==> src/source/i2c_bridge_pkg.sv <==
// Shared types and constants for the stream to I2C bridge, imported by each design unit
`default_nettype none

package i2c_bridge_pkg;

    // ----------------------------------------------------------------------
    // Widths
    // ----------------------------------------------------------------------
    localparam int BYTE_W     = 8;   // Stream byte
    localparam int ADDR_W     = 7;   // I2C device address
    localparam int PRESCALE_W = 16;  // I2C core prescale
    localparam int STATUS_W   = 4;   // Meaningful bits of a status reply

    // ----------------------------------------------------------------------
    // Command byte layout
    // ----------------------------------------------------------------------
    localparam int CMD_BIT_START  = 0;
    localparam int CMD_BIT_READ   = 1;
    localparam int CMD_BIT_MULTI  = 2;  // Write-multiple instead of single write
    localparam int CMD_BIT_STOP   = 3;
    localparam int CMD_MODE_LO    = 4;  // Prescale mode field, bits 6..4
    localparam int CMD_MODE_HI    = 6;
    localparam int CMD_BIT_STATUS = 7;  // Only meaningful together with the read bit

    // Mode codes in the prescale field
    localparam logic [2:0] MODE_STANDARD  = 3'b001;
    localparam logic [2:0] MODE_FAST      = 3'b010;
    localparam logic [2:0] MODE_FAST_PLUS = 3'b100;

    // Prescale values for each mode
    localparam logic [PRESCALE_W-1:0] PRESCALE_STANDARD  = 16'd250;
    localparam logic [PRESCALE_W-1:0] PRESCALE_FAST      = 16'd64;
    localparam logic [PRESCALE_W-1:0] PRESCALE_FAST_PLUS = 16'd25;
    localparam logic [PRESCALE_W-1:0] PRESCALE_RESET     = 16'd64;  // Fast mode out of reset

    // ----------------------------------------------------------------------
    // Enums
    // ----------------------------------------------------------------------
    typedef enum logic [1:0] {
        OP_WRITE,        // Single write
        OP_WRITE_MULTI,  // Write-multiple
        OP_READ
    } i2c_op_e;

    typedef enum logic [2:0] {
        IDLE,       // Waiting for a command byte
        GET_ADDR,   // Waiting for the device address
        GET_COUNT,  // Read only, waiting for the byte count
        ISSUE_CMD,  // Command held on the I2C command port
        BUSY_JOB    // An engine owns the packet
    } parser_state_e;

endpackage

`default_nettype wire

==> src/source/bridge_job_if.sv <==
// Job and write payload link from the header parser to the write and read engines
`timescale 1ns/10ps
`default_nettype none

interface bridge_job_if
    import i2c_bridge_pkg::*;
#(
    parameter int COUNT_W = 8
) ();

    logic               job_start;  // One-cycle pulse as the I2C command transfers
    i2c_op_e            job_op;
    logic [COUNT_W-1:0] job_count;  // Read byte count, zero means full range

    logic               pay_valid;  // Payload, straight from the input stream
    logic               pay_ready;
    logic [BYTE_W-1:0]  pay_data;
    logic               pay_last;

    logic               wr_done;    // Per-engine completion pulses
    logic               rd_done;
    logic               job_done;

    assign job_done = wr_done | rd_done;  // Only one engine runs at a time

    modport parser (
        output job_start, job_op, job_count, pay_valid, pay_data, pay_last,
        input  pay_ready, job_done
    );

    modport writer (
        input  job_start, job_op, pay_valid, pay_data, pay_last,
        output pay_ready, wr_done
    );

    modport reader (
        input  job_start, job_op, job_count,
        output rd_done
    );

endinterface

`default_nettype wire

==> src/source/header_parser.sv <==
// Packet header decoder, issues one I2C command per packet and answers status queries
`timescale 1ns/10ps
`default_nettype none

module header_parser
    import i2c_bridge_pkg::*;
#(
    parameter int COUNT_W = 8
) (
    input  wire                    clk,
    input  wire                    rst,
    // Input stream
    input  wire                    sw_tvalid,
    output logic                   sw_tready,
    input  wire  [BYTE_W-1:0]      sw_tdata,
    input  wire                    sw_tlast,
    // I2C command port
    output logic [ADDR_W-1:0]      cmd_address,
    output logic                   cmd_start,
    output logic                   cmd_read,
    output logic                   cmd_write,
    output logic                   cmd_write_multiple,
    output logic                   cmd_stop,
    output logic                   cmd_valid,
    input  wire                    cmd_ready,
    output logic [PRESCALE_W-1:0]  prescale,
    // Core status
    input  wire                    busy,
    input  wire                    bus_control,
    input  wire                    bus_active,
    input  wire                    missed_ack,
    // Status reply offer
    output logic                   st_valid,
    output logic [BYTE_W-1:0]      st_data,
    input  wire                    st_ready,
    bridge_job_if.parser           job
);

    parser_state_e      state;
    i2c_op_e            op_q;
    logic [COUNT_W-1:0] count_q;
    logic               sw_take;

    assign sw_take = sw_tvalid && sw_tready;

    always_comb begin
        case (state)
            IDLE:                sw_tready = !st_valid;     // Hold off while a status byte waits
            GET_ADDR, GET_COUNT: sw_tready = 1'b1;
            BUSY_JOB:            sw_tready = job.pay_ready; // Engine paces the payload
            default:             sw_tready = 1'b0;          // ISSUE_CMD
        endcase
    end

    // Payload passes straight through while an engine owns the packet
    assign job.pay_valid = (state == BUSY_JOB) && sw_tvalid;
    assign job.pay_data  = sw_tdata;
    assign job.pay_last  = sw_tlast;
    assign job.job_start = cmd_valid && cmd_ready;  // Command transfer starts the job
    assign job.job_op    = op_q;
    assign job.job_count = count_q;

    assign cmd_read           = (op_q == OP_READ);
    assign cmd_write          = (op_q == OP_WRITE);
    assign cmd_write_multiple = (op_q == OP_WRITE_MULTI);

    // ----------------------------------------------------------------------
    // Header FSM
    // ----------------------------------------------------------------------
    always_ff @(posedge clk) begin
        if (!rst) begin
            state     <= IDLE;
            op_q      <= OP_WRITE;
            cmd_valid <= 1'b0;
            st_valid  <= 1'b0;
            prescale  <= PRESCALE_RESET;
        end else begin
            if (st_valid && st_ready)
                st_valid <= 1'b0;   // Reply stage took the status byte
            case (state)
                IDLE: begin
                    if (sw_take) begin
                        case (sw_tdata[CMD_MODE_HI:CMD_MODE_LO])
                            MODE_STANDARD:  prescale <= PRESCALE_STANDARD;
                            MODE_FAST:      prescale <= PRESCALE_FAST;
                            MODE_FAST_PLUS: prescale <= PRESCALE_FAST_PLUS;
                            default:        ;  // Other codes keep the prescale
                        endcase
                        if (sw_tdata[CMD_BIT_READ] && sw_tdata[CMD_BIT_STATUS]) begin
                            st_valid <= 1'b1;  // Status query, no I2C command
                            st_data  <= {{(BYTE_W-STATUS_W){1'b0}},
                                         bus_active, bus_control, busy, missed_ack};
                        end else begin
                            cmd_start <= sw_tdata[CMD_BIT_START];
                            cmd_stop  <= sw_tdata[CMD_BIT_STOP];
                            if (sw_tdata[CMD_BIT_READ])
                                op_q <= OP_READ;
                            else if (sw_tdata[CMD_BIT_MULTI])
                                op_q <= OP_WRITE_MULTI;
                            else
                                op_q <= OP_WRITE;
                            state <= GET_ADDR;
                        end
                    end
                end
                GET_ADDR: begin
                    if (sw_take) begin
                        cmd_address <= sw_tdata[ADDR_W-1:0];
                        if (op_q == OP_READ) begin
                            state <= GET_COUNT;
                        end else begin
                            cmd_valid <= 1'b1;  // Address is the last write header byte
                            state     <= ISSUE_CMD;
                        end
                    end
                end
                GET_COUNT: begin
                    if (sw_take) begin
                        count_q   <= COUNT_W'(sw_tdata);
                        cmd_valid <= 1'b1;
                        state     <= ISSUE_CMD;
                    end
                end
                ISSUE_CMD: begin
                    if (cmd_ready) begin
                        cmd_valid <= 1'b0;
                        state     <= BUSY_JOB;
                    end
                end
                BUSY_JOB: begin
                    if (job.job_done)
                        state <= IDLE;
                end
                default: state <= IDLE;
            endcase
        end
    end

    // The I2C core may stall the command for any number of cycles
    a_cmd_hold: assert property (@(posedge clk) disable iff (!rst)
        cmd_valid && !cmd_ready |=> cmd_valid);

endmodule

`default_nettype wire

==> src/source/write_engine.sv <==
// Write engine, moves payload bytes to the I2C write port and drains after a missed ack
`timescale 1ns/10ps
`default_nettype none

module write_engine
    import i2c_bridge_pkg::*;
(
    input  wire                clk,
    input  wire                rst,
    bridge_job_if.writer       job,
    // I2C write data port
    output logic [BYTE_W-1:0]  data_tdata,
    output logic               data_tvalid,
    input  wire                data_tready,
    output logic               data_tlast,
    input  wire                missed_ack
);

    logic active;     // A write job owns the payload
    logic drop;       // Missed ack seen, discard the rest
    logic ack_q;
    logic ack_rise;
    logic pay_take;
    logic data_take;

    assign ack_rise      = missed_ack && !ack_q;
    assign job.pay_ready = active && !data_tvalid;  // One byte in flight
    assign pay_take      = job.pay_valid && job.pay_ready;
    assign data_take     = data_tvalid && data_tready;

    always_ff @(posedge clk) begin
        if (!rst) begin
            active      <= 1'b0;
            drop        <= 1'b0;
            ack_q       <= 1'b0;
            data_tvalid <= 1'b0;
            job.wr_done <= 1'b0;
        end else begin
            ack_q       <= missed_ack;
            job.wr_done <= 1'b0;
            if (job.job_start && job.job_op != OP_READ) begin
                active <= 1'b1;
                drop   <= 1'b0;
            end
            if (active && ack_rise)
                drop <= 1'b1;

            // Held byte leaves, a held last byte ends the job
            if (data_take) begin
                data_tvalid <= 1'b0;
                if (data_tlast) begin
                    active      <= 1'b0;
                    job.wr_done <= 1'b1;
                end
            end

            if (pay_take) begin
                if (drop || ack_rise) begin
                    if (job.pay_last) begin  // Drained up to the packet end
                        active      <= 1'b0;
                        job.wr_done <= 1'b1;
                    end
                end else begin
                    data_tdata  <= job.pay_data;
                    data_tvalid <= 1'b1;
                    data_tlast  <= job.pay_last;
                end
            end
        end
    end

    // Byte must not change under back-pressure from the core
    a_data_hold: assert property (@(posedge clk) disable iff (!rst)
        data_tvalid && !data_tready |=> data_tvalid && $stable(data_tdata));

endmodule

`default_nettype wire

==> src/source/read_engine.sv <==
// Read engine, collects the requested number of bytes from the I2C read port
`timescale 1ns/10ps
`default_nettype none

module read_engine
    import i2c_bridge_pkg::*;
#(
    parameter int COUNT_W = 8
) (
    input  wire                clk,
    input  wire                rst,
    bridge_job_if.reader       job,
    // I2C read data port
    input  wire  [BYTE_W-1:0]  rd_tdata,
    input  wire                rd_tvalid,
    output logic               rd_tready,
    input  wire                missed_ack,
    // Read byte offer to the reply stage
    output logic               rr_valid,
    output logic [BYTE_W-1:0]  rr_data,
    output logic               rr_last,
    input  wire                rr_ready
);

    logic               active;
    logic               abort;  // Missed ack, stop taking bytes
    logic               ack_q;
    logic [COUNT_W-1:0] left;   // Bytes still to take, wraps from zero for full range
    logic               rd_take;
    logic               rr_take;

    assign rd_tready = active && !abort && !rr_valid;  // Waits for the reply port
    assign rd_take   = rd_tvalid && rd_tready;
    assign rr_take   = rr_valid && rr_ready;

    always_ff @(posedge clk) begin
        if (!rst) begin
            active      <= 1'b0;
            abort       <= 1'b0;
            ack_q       <= 1'b0;
            rr_valid    <= 1'b0;
            job.rd_done <= 1'b0;
        end else begin
            ack_q       <= missed_ack;
            job.rd_done <= 1'b0;
            if (job.job_start && job.job_op == OP_READ) begin
                active <= 1'b1;
                abort  <= 1'b0;
                left   <= job.job_count;
            end
            if (active && missed_ack && !ack_q)
                abort <= 1'b1;

            // Capture, then offer one cycle later
            if (rd_take) begin
                rr_data  <= rd_tdata;
                rr_valid <= 1'b1;
                rr_last  <= (left == COUNT_W'(1));
                left     <= left - 1'b1;
            end

            if (rr_take) begin
                rr_valid <= 1'b0;
                if (rr_last) begin
                    active      <= 1'b0;
                    job.rd_done <= 1'b1;
                end
            end else if (active && abort && !rr_valid) begin
                active      <= 1'b0;  // Early end, nothing more is offered
                job.rd_done <= 1'b1;
            end
        end
    end

endmodule

`default_nettype wire

==> src/source/reply_stage.sv <==
// Reply stream output register, merges status replies and read bytes
`timescale 1ns/10ps
`default_nettype none

module reply_stage
    import i2c_bridge_pkg::*;
(
    input  wire                clk,
    input  wire                rst,
    // Status offer from the header parser
    input  wire                st_valid,
    input  wire  [BYTE_W-1:0]  st_data,
    output logic               st_ready,
    // Read byte offer from the read engine
    input  wire                rr_valid,
    input  wire  [BYTE_W-1:0]  rr_data,
    input  wire                rr_last,
    output logic               rr_ready,
    // Reply stream
    output logic [BYTE_W-1:0]  reply_tdata,
    output logic               reply_tvalid,
    input  wire                reply_tready,
    output logic               reply_tlast
);

    logic free;

    assign free     = !reply_tvalid || reply_tready;  // Empty, or emptying this cycle
    assign st_ready = free;
    assign rr_ready = free && !st_valid;              // Status wins a tie

    always_ff @(posedge clk) begin
        if (!rst) begin
            reply_tvalid <= 1'b0;
        end else if (st_valid && st_ready) begin
            reply_tvalid <= 1'b1;
            reply_tdata  <= st_data;
            reply_tlast  <= 1'b1;    // Status reply is always a one-byte packet
        end else if (rr_valid && rr_ready) begin
            reply_tvalid <= 1'b1;
            reply_tdata  <= rr_data;
            reply_tlast  <= rr_last;
        end else if (reply_tready) begin
            reply_tvalid <= 1'b0;
        end
    end

    // Parser only queries status from IDLE, read engine only offers in BUSY_JOB
    a_one_offer: assert property (@(posedge clk) disable iff (!rst)
        !(st_valid && rr_valid));

endmodule

`default_nettype wire

==> src/source/i2c_stream_bridge.sv <==
// Top level of the byte stream to I2C master bridge, instances and wiring only
`timescale 1ns/10ps
`default_nettype none

module i2c_stream_bridge
    import i2c_bridge_pkg::*;
#(
    parameter int COUNT_W = 8
) (
    input  wire                    clk,
    input  wire                    rst,
    // Input stream
    input  wire                    sw_tvalid,
    output logic                   sw_tready,
    input  wire  [BYTE_W-1:0]      sw_tdata,
    input  wire                    sw_tlast,
    // I2C command
    output logic [ADDR_W-1:0]      cmd_address,
    output logic                   cmd_start,
    output logic                   cmd_read,
    output logic                   cmd_write,
    output logic                   cmd_write_multiple,
    output logic                   cmd_stop,
    output logic                   cmd_valid,
    input  wire                    cmd_ready,
    // I2C write data
    output logic [BYTE_W-1:0]      data_tdata,
    output logic                   data_tvalid,
    input  wire                    data_tready,
    output logic                   data_tlast,
    // I2C read data, the count marks the end so rd_tlast has no load
    input  wire  [BYTE_W-1:0]      rd_tdata,
    input  wire                    rd_tvalid,
    output logic                   rd_tready,
    input  wire                    rd_tlast,
    // Core status
    input  wire                    busy,
    input  wire                    bus_control,
    input  wire                    bus_active,
    input  wire                    missed_ack,
    // Reply stream
    output logic [BYTE_W-1:0]      reply_tdata,
    output logic                   reply_tvalid,
    input  wire                    reply_tready,
    output logic                   reply_tlast,
    output logic [PRESCALE_W-1:0]  prescale
);

    // ----------------------------------------------------------------------
    // Internal links
    // ----------------------------------------------------------------------
    logic              st_valid;   // Status offer
    logic              st_ready;
    logic [BYTE_W-1:0] st_data;
    logic              rr_valid;   // Read byte offer
    logic              rr_ready;
    logic [BYTE_W-1:0] rr_data;
    logic              rr_last;

    bridge_job_if #(.COUNT_W(COUNT_W)) job_bus ();

    header_parser #(.COUNT_W(COUNT_W)) u_parser (
        .clk, .rst,
        .sw_tvalid, .sw_tready, .sw_tdata, .sw_tlast,
        .cmd_address, .cmd_start, .cmd_read, .cmd_write, .cmd_write_multiple,
        .cmd_stop, .cmd_valid, .cmd_ready,
        .prescale,
        .busy, .bus_control, .bus_active, .missed_ack,
        .st_valid, .st_data, .st_ready,
        .job (job_bus.parser)
    );

    write_engine u_writer (
        .clk, .rst,
        .job (job_bus.writer),
        .data_tdata, .data_tvalid, .data_tready, .data_tlast,
        .missed_ack
    );

    read_engine #(.COUNT_W(COUNT_W)) u_reader (
        .clk, .rst,
        .job (job_bus.reader),
        .rd_tdata, .rd_tvalid, .rd_tready,
        .missed_ack,
        .rr_valid, .rr_data, .rr_last, .rr_ready
    );

    reply_stage u_reply (
        .clk, .rst,
        .st_valid, .st_data, .st_ready,
        .rr_valid, .rr_data, .rr_last, .rr_ready,
        .reply_tdata, .reply_tvalid, .reply_tready, .reply_tlast
    );

endmodule

`default_nettype wire

==> config.mk <==
export PLATFORM = sky130hd
export DESIGN_NAME = i2c_stream_bridge
export DESIGN_NICKNAME = d
export VERILOG_FILES = /design/src/source/i2c_bridge_pkg.sv /design/src/source/bridge_job_if.sv /design/src/source/header_parser.sv /design/src/source/write_engine.sv /design/src/source/read_engine.sv /design/src/source/reply_stage.sv /design/src/source/i2c_stream_bridge.sv
export SDC_FILE = /design/constraint.sdc
export NUM_CORES = 1
export LEC_CHECK = 0
export ABC_AREA = 0
export BUFFER_PORTS_ARGS = -buffer_cell sky130_fd_sc_hd__buf_4
export CAP_MARGIN = 20
export CORE_MARGIN = 3
export CORE_UTILIZATION = 39
export CTS_CLUSTER_DIAMETER = 60
export CTS_CLUSTER_SIZE = 12
export DETAILED_ROUTE_END_ITERATION = 8
export MAX_ROUTING_LAYER = met4
export SETUP_SLACK_MARGIN = 0.1
export SYNTH_ARGS = -nofsm -noshare
export SYNTH_HDL_FRONTEND = slang
export SYNTH_SLANG_ARGS = --single-unit
==> constraint.sdc <==
create_clock -name clk -period 3.52 [get_ports clk]
set_input_delay 0.352 -clock clk [delete_from_list [all_inputs] [get_ports clk]]
set_output_delay 0.352 -clock clk [all_outputs]
set_load 0.01 [all_outputs]
==> metrics.cfg, run 1 <==
[drt]
met1Wirelength_mm=2.995
ant_nets=0
drc=0
routed_via_density=4.880
met3_length_um=385
wl_mm=6.416
dr.pass1.iters=4
dr_total_vias=2079
wire_per_inst_um=15.06
drt-initial-drc-count=89
routed.top_layer=met4
met2WireLength_mm=2.969

[cts]
cts.sinks=77
clock_latency_ns=0.34
cts_setup_buffers=0
ctsHoldBuffers=0
cts-resized-gates=0
clock_tree.buffer_depth=2
clkSlewWorstSetupHoldPaths_ns=0.08
clock-root-buffer=clkbuf_8
htreeDepth=3
cts_tree=built
cts_buffers=9

[setup_path]
r2r-start=u_reader.active
cp_top_family=simple AND/OR/NAND/NOR gates
required_ns=3.48
crit_type=reg -> reg
crit_fanout=17
path_cells=nor3b_1 > nand2_1 > a21oi_1
crit_arrival_ns=2.32
start_kind=flop
crit_path_end_kind=flop
cp-startpoint=u_reader.active
slowest_stage=a21oi_1
crit_buf_inv=0
cp_slowest_stage_delay_ns=0.78

[floorplan]
ios=80
rows=32
die-area_sq_mm=0.009128
core_sq_mm=0.007767
start_util_pct=40.25
die_width_um=95.54
die_h_um=95.54

[global_route]
antenna_found_initial=0
overflow=0
grt_use_total_pct=15.25
grt_start_max_net_pins=18
grt_pass1_vias=1983
grt_pass1_wl_mm=10.15

[run_status]
status=completed

[cells_and_area]
num_antenna_cells=0
area_growth_syn_to_layout_pct=24.17
drive_above_1_share_pct=29.63
nNetsFinal=350
post-route-util_pct=49.98

[yosys]
yosys.area.top_type_share_pct=53.78
yosysMostFrequentCell=edfxtp_1
syn-instance-count=250
syn_area_sq_mm=0.003127
ys_warn_count=0
ys_dominant_reg_cell=edfxtp_1
synth_cell_types=45
synth_area_leaders=edfxtp_1 54%, dfxtp_1 13%, buf_4 2.9%
synth.largest_area_cell=edfxtp_1
ys_async_sr_fraction_pct=0
synth_edf_count=56
yosysSeqAreaShare_pct=67.23
synth_common_cells=56 x edfxtp_1, 21 x dfxtp_1, 20 x nand2_1
synth_seq_cells=77
avgSynthCellArea_sq_um=12.51

[placed_design]
dp_hpwl_mm=4.531
post-place-ws_ns=1.140
routabilityCongestion=0.8268
place.port_buffers=69

[timing]
skew_ns=0.01050
slew_viol_final=0
worst_hold_slack_ns=0.1856
grt_setup_unrepaired=false
tns_ns=0
tightest_slew_ns=0.8323
setup_ws_ns=1.163
slew_headroom_pct=44.51
hold_viol=0
fmax_mhz=424.3
fin_crit_sh_pct=66.96
finalSetupViolCount=0
period_minus_slack_ns=2.357

[power]
p_leak_nw=1.452
power_density_mw_per_mm2=458.7
vdd.ir_drop.worst_uv=191.5

[run]
maxCapViolations=0

[hold_path]
hp-class=in -> reg
min_from=rd_tdata[3]

path summary, 6_finish.rpt:
path / end / slack, ns / cells past startpoint
worst min-delay path: u_reader.rr_data[3] / 0.19 / 1
worst max register to register: u_reader.left[7] / 1.16 / 3
worst max-delay path: u_reader.left[7] / 1.16 / 3
worst min register to register: u_writer.data_tvalid / 0.50 / 2
kinds of logic (layout without fill, tap and decap cells):
group,count (synthesis),count (layout),synth area share (%)
and+or+nand+nor,85,85,14.37
DFF,77,77,67.23
AOI/OAI and AO/OA,47,47,9.284
buffers and inverters,28,94,5.082
xor gates and xnor gates,6,6,1.681
muxes,4,4,1.440
adders and majority gates,2,2,0.8002
other,1,9,0.1199
area by class of cell:
cell class / instances / area (sq um)
Fill cell: 728 / 3885
Timing Repair Buffer: 71 / 533.0
Clock inverter: 6 / 63.81
Multi-Input combinational cell: 153 / 902.1
Clock buffer: 10 / 127.6
Sequential cell: 77 / 2102
Inverter: 7 / 26.28
Tap cell: 102 / 127.6
power by group:
group | internal (W) | switching [W] | total (W)
clock network | 0.000327 | 0.000319 | 0.000646
logic | 0.0000599 | 0.0000734 | 0.000133
registers | 0.000986 | 0.0000160 | 0.00100
worst reg2reg max path, stage by stage, from the launching register on:
cell,delay [ns]
dfxtp_1,0.38
nor3b_1,0.42
nand2_1,0.41
a21oi_1,0.78
per-layer routing:
layer,vias to the layer above,global-route usage [%]
met5,-,-
met4,0,6.754
met3,7,3.157
met2,68,22.06
met1,984,20.71
li1,1020,-
per-stage QoR:
stage | instances | area (sq um) | total power, W
after floorplan | 258 | 3157 | 0.001098
after global routing | 426 | 3882 | 0.001853
after CTS | 426 | 3882 | 0.001801
after global placement | 410 | 3691 | 0.001154
after detailed placement | 410 | 3691 | 0.001155
final | 426 | 3882 | 0.001781
registers in the layout, indices dropped and copies added, names as in the netlist, 2 cells and up:
register,count
u_parser.job.job_count,8
u_reader.left,8
u_reader.rr_data,8
u_reply.reply_tdata,8
u_writer.data_tdata,8
u_parser.cmd_address,7
u_parser.prescale,4
u_parser.st_data,4
u_parser.state,3
u_parser.job.job_op,2
placed cells by master (no fill, tap or decap), types with 3 or more instances in the layout:
cell type / count
buf_4: 71
edfxtp_1: 56
dfxtp_1: 21
nand2_1: 20
nor2_1: 18
a21oi_1: 15
o21ai_0: 13
conb_1: 9
clkbuf_8: 9
nand2b_1: 8
and2_1: 8
inv_1: 7
nor3_1: 6
nor2b_1: 5
xnor2_1: 4
mux2_2: 4
nand3_1: 4
nor4_1: 3
a31oi_1: 3
o31ai_1: 3
a22oi_1: 3
(Power assumes the default switching activity.)
==> run 2, diff against run 1 <==
ABC_AREA = 1   (was 0)
clock period = 2.5 ns   (was 3.52 ns; I/O delays follow)
==> run 2 against run 1 <==
Effect of this change:
- fmax grew 25%
- cell area grew 3.6%
- area after synthesis grew 1.8%
- clock power grew 72%
- non-clock buffer count grew 2
- clock-buffer cell count shrank 1
- power grew 81%
- sequential share of layout area shrank 1.9 points
- worst setup slack lost 0.55 ns
- sequential power grew 50%
- wire length grew 0.45%
- largest power group unchanged
==> metrics.cfg, run 2 <==
[run_status]
status=completed

[yosys]
synth_cell_types=32
muxShareOfSynthArea_pct=0
syn_area_sq_mm=0.003184
synth.largest_area_cell=edfxtp_1
yosysMostFrequentCell=edfxtp_1
synth_area_leaders=edfxtp_1 53%, dfxtp_1 13%, nand2_1 5.5%
ys_async_sr_fraction_pct=0
ys_dominant_reg_cell=edfxtp_1
syn-instance-count=296
avgSynthCellArea_sq_um=10.76
synth_common_cells=56 x edfxtp_1, 47 x nand2_1, 43 x inv_1
synth_compound_area_share_pct=5.855
yosys.area.top_type_share_pct=52.81
ys_warn_count=0
synth_top_family_by_area=simple AND/OR/NAND/NOR gates
yosysSeqAreaShare_pct=66.01
synth_xor_area_share_pct=0.8251
synth_edf_count=56
synth_seq_cells=77
synth_simple_gate_area_share_pct=17.76
synth_fa_ha_area_share_pct=0.7859

[cts]
clock-root-buffer=clkbuf_8
cts.sinks=77
ctsHoldBuffers=0
cts_buffers=9
clkSlewWorstSetupHoldPaths_ns=0.08
cts_setup_buffers=0
clock_tree.buffer_depth=2
cts_tree=built
clock_latency_ns=0.35
cts-resized-gates=0
htreeDepth=3

[hold_path]
min_from=rd_tdata[7]
whs_endpoint=u_reader.rr_data[7]
holdPathStages=1
hp-class=in -> reg

[placed_design]
post-place-ws_ns=0.6246
place_inst=464
dp_hpwl_mm=4.637
place.port_buffers=69
routabilityCongestion=0.8670

[power]
power_density_mw_per_mm2=800.0
p_leak_nw=1.694
vdd.ir_drop.worst_uv=373.1
power_w=0.003219

[setup_path]
r2r-start=u_parser.state[1]
crit_path_end_kind=flop
crit_arrival_ns=1.87
crit_type=reg -> reg
reg2reg_to=u_parser.job.job_count[2]
start_kind=flop
required_ns=2.48
crit_fanout=8
r2r_cells=7
r2r_slack_ns=0.61

[global_route]
grt_pass1_vias=2142
grt_use_total_pct=15.11
overflow=0
antenna_found_initial=0
grt_pass1_wl_mm=10.11
grt_start_max_net_pins=18

[drt]
wl_mm=6.445
met1Wirelength_mm=2.953
dr_total_vias=2206
met2WireLength_mm=2.989
drc=0
routed_via_density=4.605
drt-initial-drc-count=105
routed.top_layer=met4
wire_per_inst_um=13.46
dr.pass1.iters=4
met3_length_um=411
ant_nets=0

[floorplan]
rows=32
start_util_pct=40.79
die_h_um=96.36
die_width_um=96.36
die-area_sq_mm=0.009285
core_sq_mm=0.007807
ios=80

[timing]
fmax_mhz=529.8
tns_ns=0
fin_crit_sh_pct=75.49
worst_hold_slack_ns=0.07483
period_minus_slack_ns=1.887
finalSetupViolCount=0
grt_setup_unrepaired=false
setup_ws_ns=0.6126
skew_ns=0.007669
slew_headroom_pct=56.62
slew_viol_final=0
hold_viol=0
tightest_slew_ns=0.6484

[cells_and_area]
fin_cells=479
num_antenna_cells=0
nNetsFinal=404
final_common_cell=buf_4
area_growth_syn_to_layout_pct=26.37
drive_above_1_share_pct=26.79
layout_common_cells=73 x buf_4, 56 x edfxtp_1, 47 x nand2_1

[run]
maxCapViolations=0

[run 2: cell types whose count changed after synthesis, sizes merged, moves of 8 or more]
| cell | change |
|---|---|
| and2 | -8 |
| inv | +38 |
| nand2 | +32 |
| nand2b | -8 |
| nand3 | +15 |
| nor2 | +16 |
[run 2: metal layers]
layer | vias to the layer above | global-route usage, %
li1 | 1113 | -
met2 | 80 | 23.12
met5 | - | -
met1 | 1002 | 18.94
met4 | 0 | 5.724
met3 | 11 | 4.535
[run 2: cells by family after synthesis]
kind of cell,Yosys count
AOI/OAI and AO/OA,34
xor gates and xnor gates,3
adders and majority gates,2
buffers and inverters,61
DFF,77
other,1
and+or+nand+nor,118
[run 2: worst max-delay path by stage]
| stage | start | to | cells past startpoint |
|---|---|---|---|
| final | u_parser.state[1] | u_parser.job.job_count[2] | 7 |
| after global routing | u_parser.state[1] | u_parser.cmd_address[0] | 7 |
| after CTS | u_parser.state[1] | u_parser.cmd_address[0] | 7 |
| after detailed placement | u_parser.state[1] | u_parser.cmd_address[3] | 7 |
| after global placement | u_reader.active | u_reader.left[4] | 5 |
| after floorplan | u_reader.active | u_reader.left[0] | 5 |
[run 2: area by class of cell]
type | instances | area, sq um
clock buffer | 9 | 123.9
clock inverter | 6 | 112.6
fill | 710 | 3784
inverter | 46 | 172.7
multi-input combinational | 166 | 837.1
sequential | 77 | 2102
tap | 102 | 127.6
timing repair buffer | 73 | 548.0
[run 2: critical path, cell delays in order, from the launching register on]
cell,delay (ns)
dfxtp_1,0.39
inv_2,0.12
nand3_1,0.14
nand2_2,0.12
inv_2,0.05
nand3_4,0.07
nand3_1,0.12
nor2_1,0.52
[run 2: stage by stage]
| step | area [sq um] | utilization (%) |
|---|---|---|
| finish | 4024 | 51.54 |
| floorplan | 3214 | - |
| global placement | 3787 | 48.51 |
| detailed placement | 3787 | 48.51 |
| CTS | 4024 | 51.54 |
| global route | 4024 | 51.54 |
[run 2: power by group]
part / internal (W) / total (W) / switching, W
sequential: 0.00145 / 0.00150 / 0.0000531
combinational: 0.000237 / 0.000600 / 0.000363
clock: 0.000659 / 0.00111 / 0.000456
==> run 3, diff against run 2 <==
clock period = 1.75 ns   (was 2.5 ns; I/O delays follow)
==> run 3 against run 2 <==
Effect of this change:
- worst setup slack worse by 0.40 ns
- cell count is 3.5% higher
- flip-flop and latch count stayed put
- first-iteration DRC count is 3.8% lower
- cell area is 4.5% higher
- global-route usage is 0.64 points higher
- utilization is 2.3 points higher
- wire length is 2.1% higher
- clock-buffer cell count stayed put
- hold slack worse by 0.057 ns
- register-to-register slack worse by 0.40 ns
- fmax is 23% higher
- critical endpoint is now u_parser.cmd_address[2]
- largest power group unchanged
==> metrics.cfg, run 3 (synthesis results as in run 2) <==
[drt]
wire_per_inst_um=13.27
wl_mm=6.583
ant_nets=0
dr.pass1.iters=4
drc=0
routed_via_density=4.589
dr_total_vias=2276
drt-initial-drc-count=101

[hold_path]
hp-class=in -> reg
holdPathStages=1
min_from=rd_tdata[0]
whs_endpoint=u_reader.rr_data[0]

[setup_path]
reg2reg_to=u_parser.cmd_address[2]
start_kind=flop
crit_path_end_kind=flop
r2r-start=u_parser.state[0]
cp-startpoint=u_parser.state[0]
crit_type=reg -> reg
r2r_slack_ns=0.21
crit_fanout=7
crit_arrival_ns=1.59
r2r_cells=8
required_ns=1.80

[timing]
period_minus_slack_ns=1.535
finalSetupViolCount=0
grt_setup_unrepaired=false
tns_ns=0
skew_ns=0.007010
fin_crit_sh_pct=87.73
hold_viol=0
fmax_mhz=651.3
worst_hold_slack_ns=0.01741
slew_viol_final=0

[run]
maxCapViolations=0

[global_route]
grt_use_total_pct=15.75
grt_start_max_net_pins=19
antenna_found_initial=0
grt_pass1_wl_mm=10.53
grt_pass1_vias=2248
overflow=0

[cells_and_area]
nNetsFinal=420
area_growth_syn_to_layout_pct=32.06
num_antenna_cells=0
post-route-util_pct=53.86
final_common_cell=buf_4
layout_common_cells=77 x buf_4, 56 x edfxtp_1, 47 x nand2_1
drive_above_1_share_pct=29.19

[cts]
htreeDepth=3
clock_tree.buffer_depth=2
clkSlewWorstSetupHoldPaths_ns=0.08
clock_latency_ns=0.34
clock-root-buffer=clkbuf_8
cts.sinks=77
cts_tree=built
cts_buffers=9

[placed_design]
dp_hpwl_mm=4.866
routabilityCongestion=0.8109
place.port_buffers=69

[power]
power_density_mw_per_mm2=1082
p_leak_nw=1.769
vdd.ir_drop.worst_uv=757.4

[floorplan]
die_h_um=96.36
rows=32
core_sq_mm=0.007807
die-area_sq_mm=0.009285
die_width_um=96.36
ios=80
start_util_pct=40.79

[run_status]
status=completed

-- run 3: cell types whose count changed in the layout (fill, tap and decap cells not counted), sizes merged --
cell,change
dlygate4sd3,+11
buf,+5
bufinv,-1
clkinv,-1
inv,+3
-- run 3: metrics by stage --
| stage | total power [W] | setup slack [ns] | cell area [sq um] | cells |
|---|---|---|---|---|
| final | 0.004550 | 0.2147 | 4205 | 496 |
| after global routing | 0.004796 | 0.1015 | 4205 | 496 |
| after CTS | 0.004553 | 0.1132 | 4177 | 494 |
| after detailed placement | 0.003065 | 0.1456 | 3857 | 468 |
| after global placement | 0.003055 | 0.1467 | 3857 | 468 |
| after floorplan | 0.002767 | 0.1286 | 3242 | 304 |
-- run 3: timing repair --
item / CTS / global route
endpoints found under the hold margin: 10 / 1
endpoints found under the setup margin: 0 / 23
hold buffers: 10 / 1
buffers inserted: 0 / 1
gates resized for setup: 0 / 5
-- run 3: how the worst max path moves through the flow --
stage | to | slack, ns
after floorplan | u_parser.job.job_count[0] | 0.13
after global placement | u_parser.cmd_start | 0.15
after detailed placement | u_parser.cmd_stop | 0.15
after CTS | sw_tready | 0.11
after global routing | u_reader.left[6] | 0.10
final | u_parser.cmd_address[2] | 0.21
-- run 3: cell type report --
class                   instances  area, sq um
multi-input cells             166        872.1
repair buffers                 89        708.2
clock inverters                 7        95.09
fillers                       703         3602
flip-flops and latches         77         2106
clock buffers                   9        123.9
well taps                     102        127.6
inverters                      46        172.7
-- run 3: power breakdown --
group / leakage (nW) / internal [W] / switching (W)
Sequential: 0.679 / 0.00208 / 0.0000782
Combinational: 0.978 / 0.000388 / 0.000534
Clock: 0.112 / 0.000811 / 0.000662
-- run 3: routing by layer --
metal	share of wire [%]	wire, um	track usage [%]	vias up
met2	49	3198	25.24	58
met4	0.73	48	5.607	0
met1	46	2997	19.52	1068
li1	-	-	-	1146
met3	5.1	338	3.753	4
met5	0	0	-	-
-- run 3: critical path: stages, from the launching register on --
cell	delay, ns
dfxtp_2	0.36
nor2_4	0.15
nand2_2	0.08
nand2_2	0.09
inv_2	0.05
nand3_4	0.07
nand3_1	0.11
nor2_1	0.16
buf_4	0.18
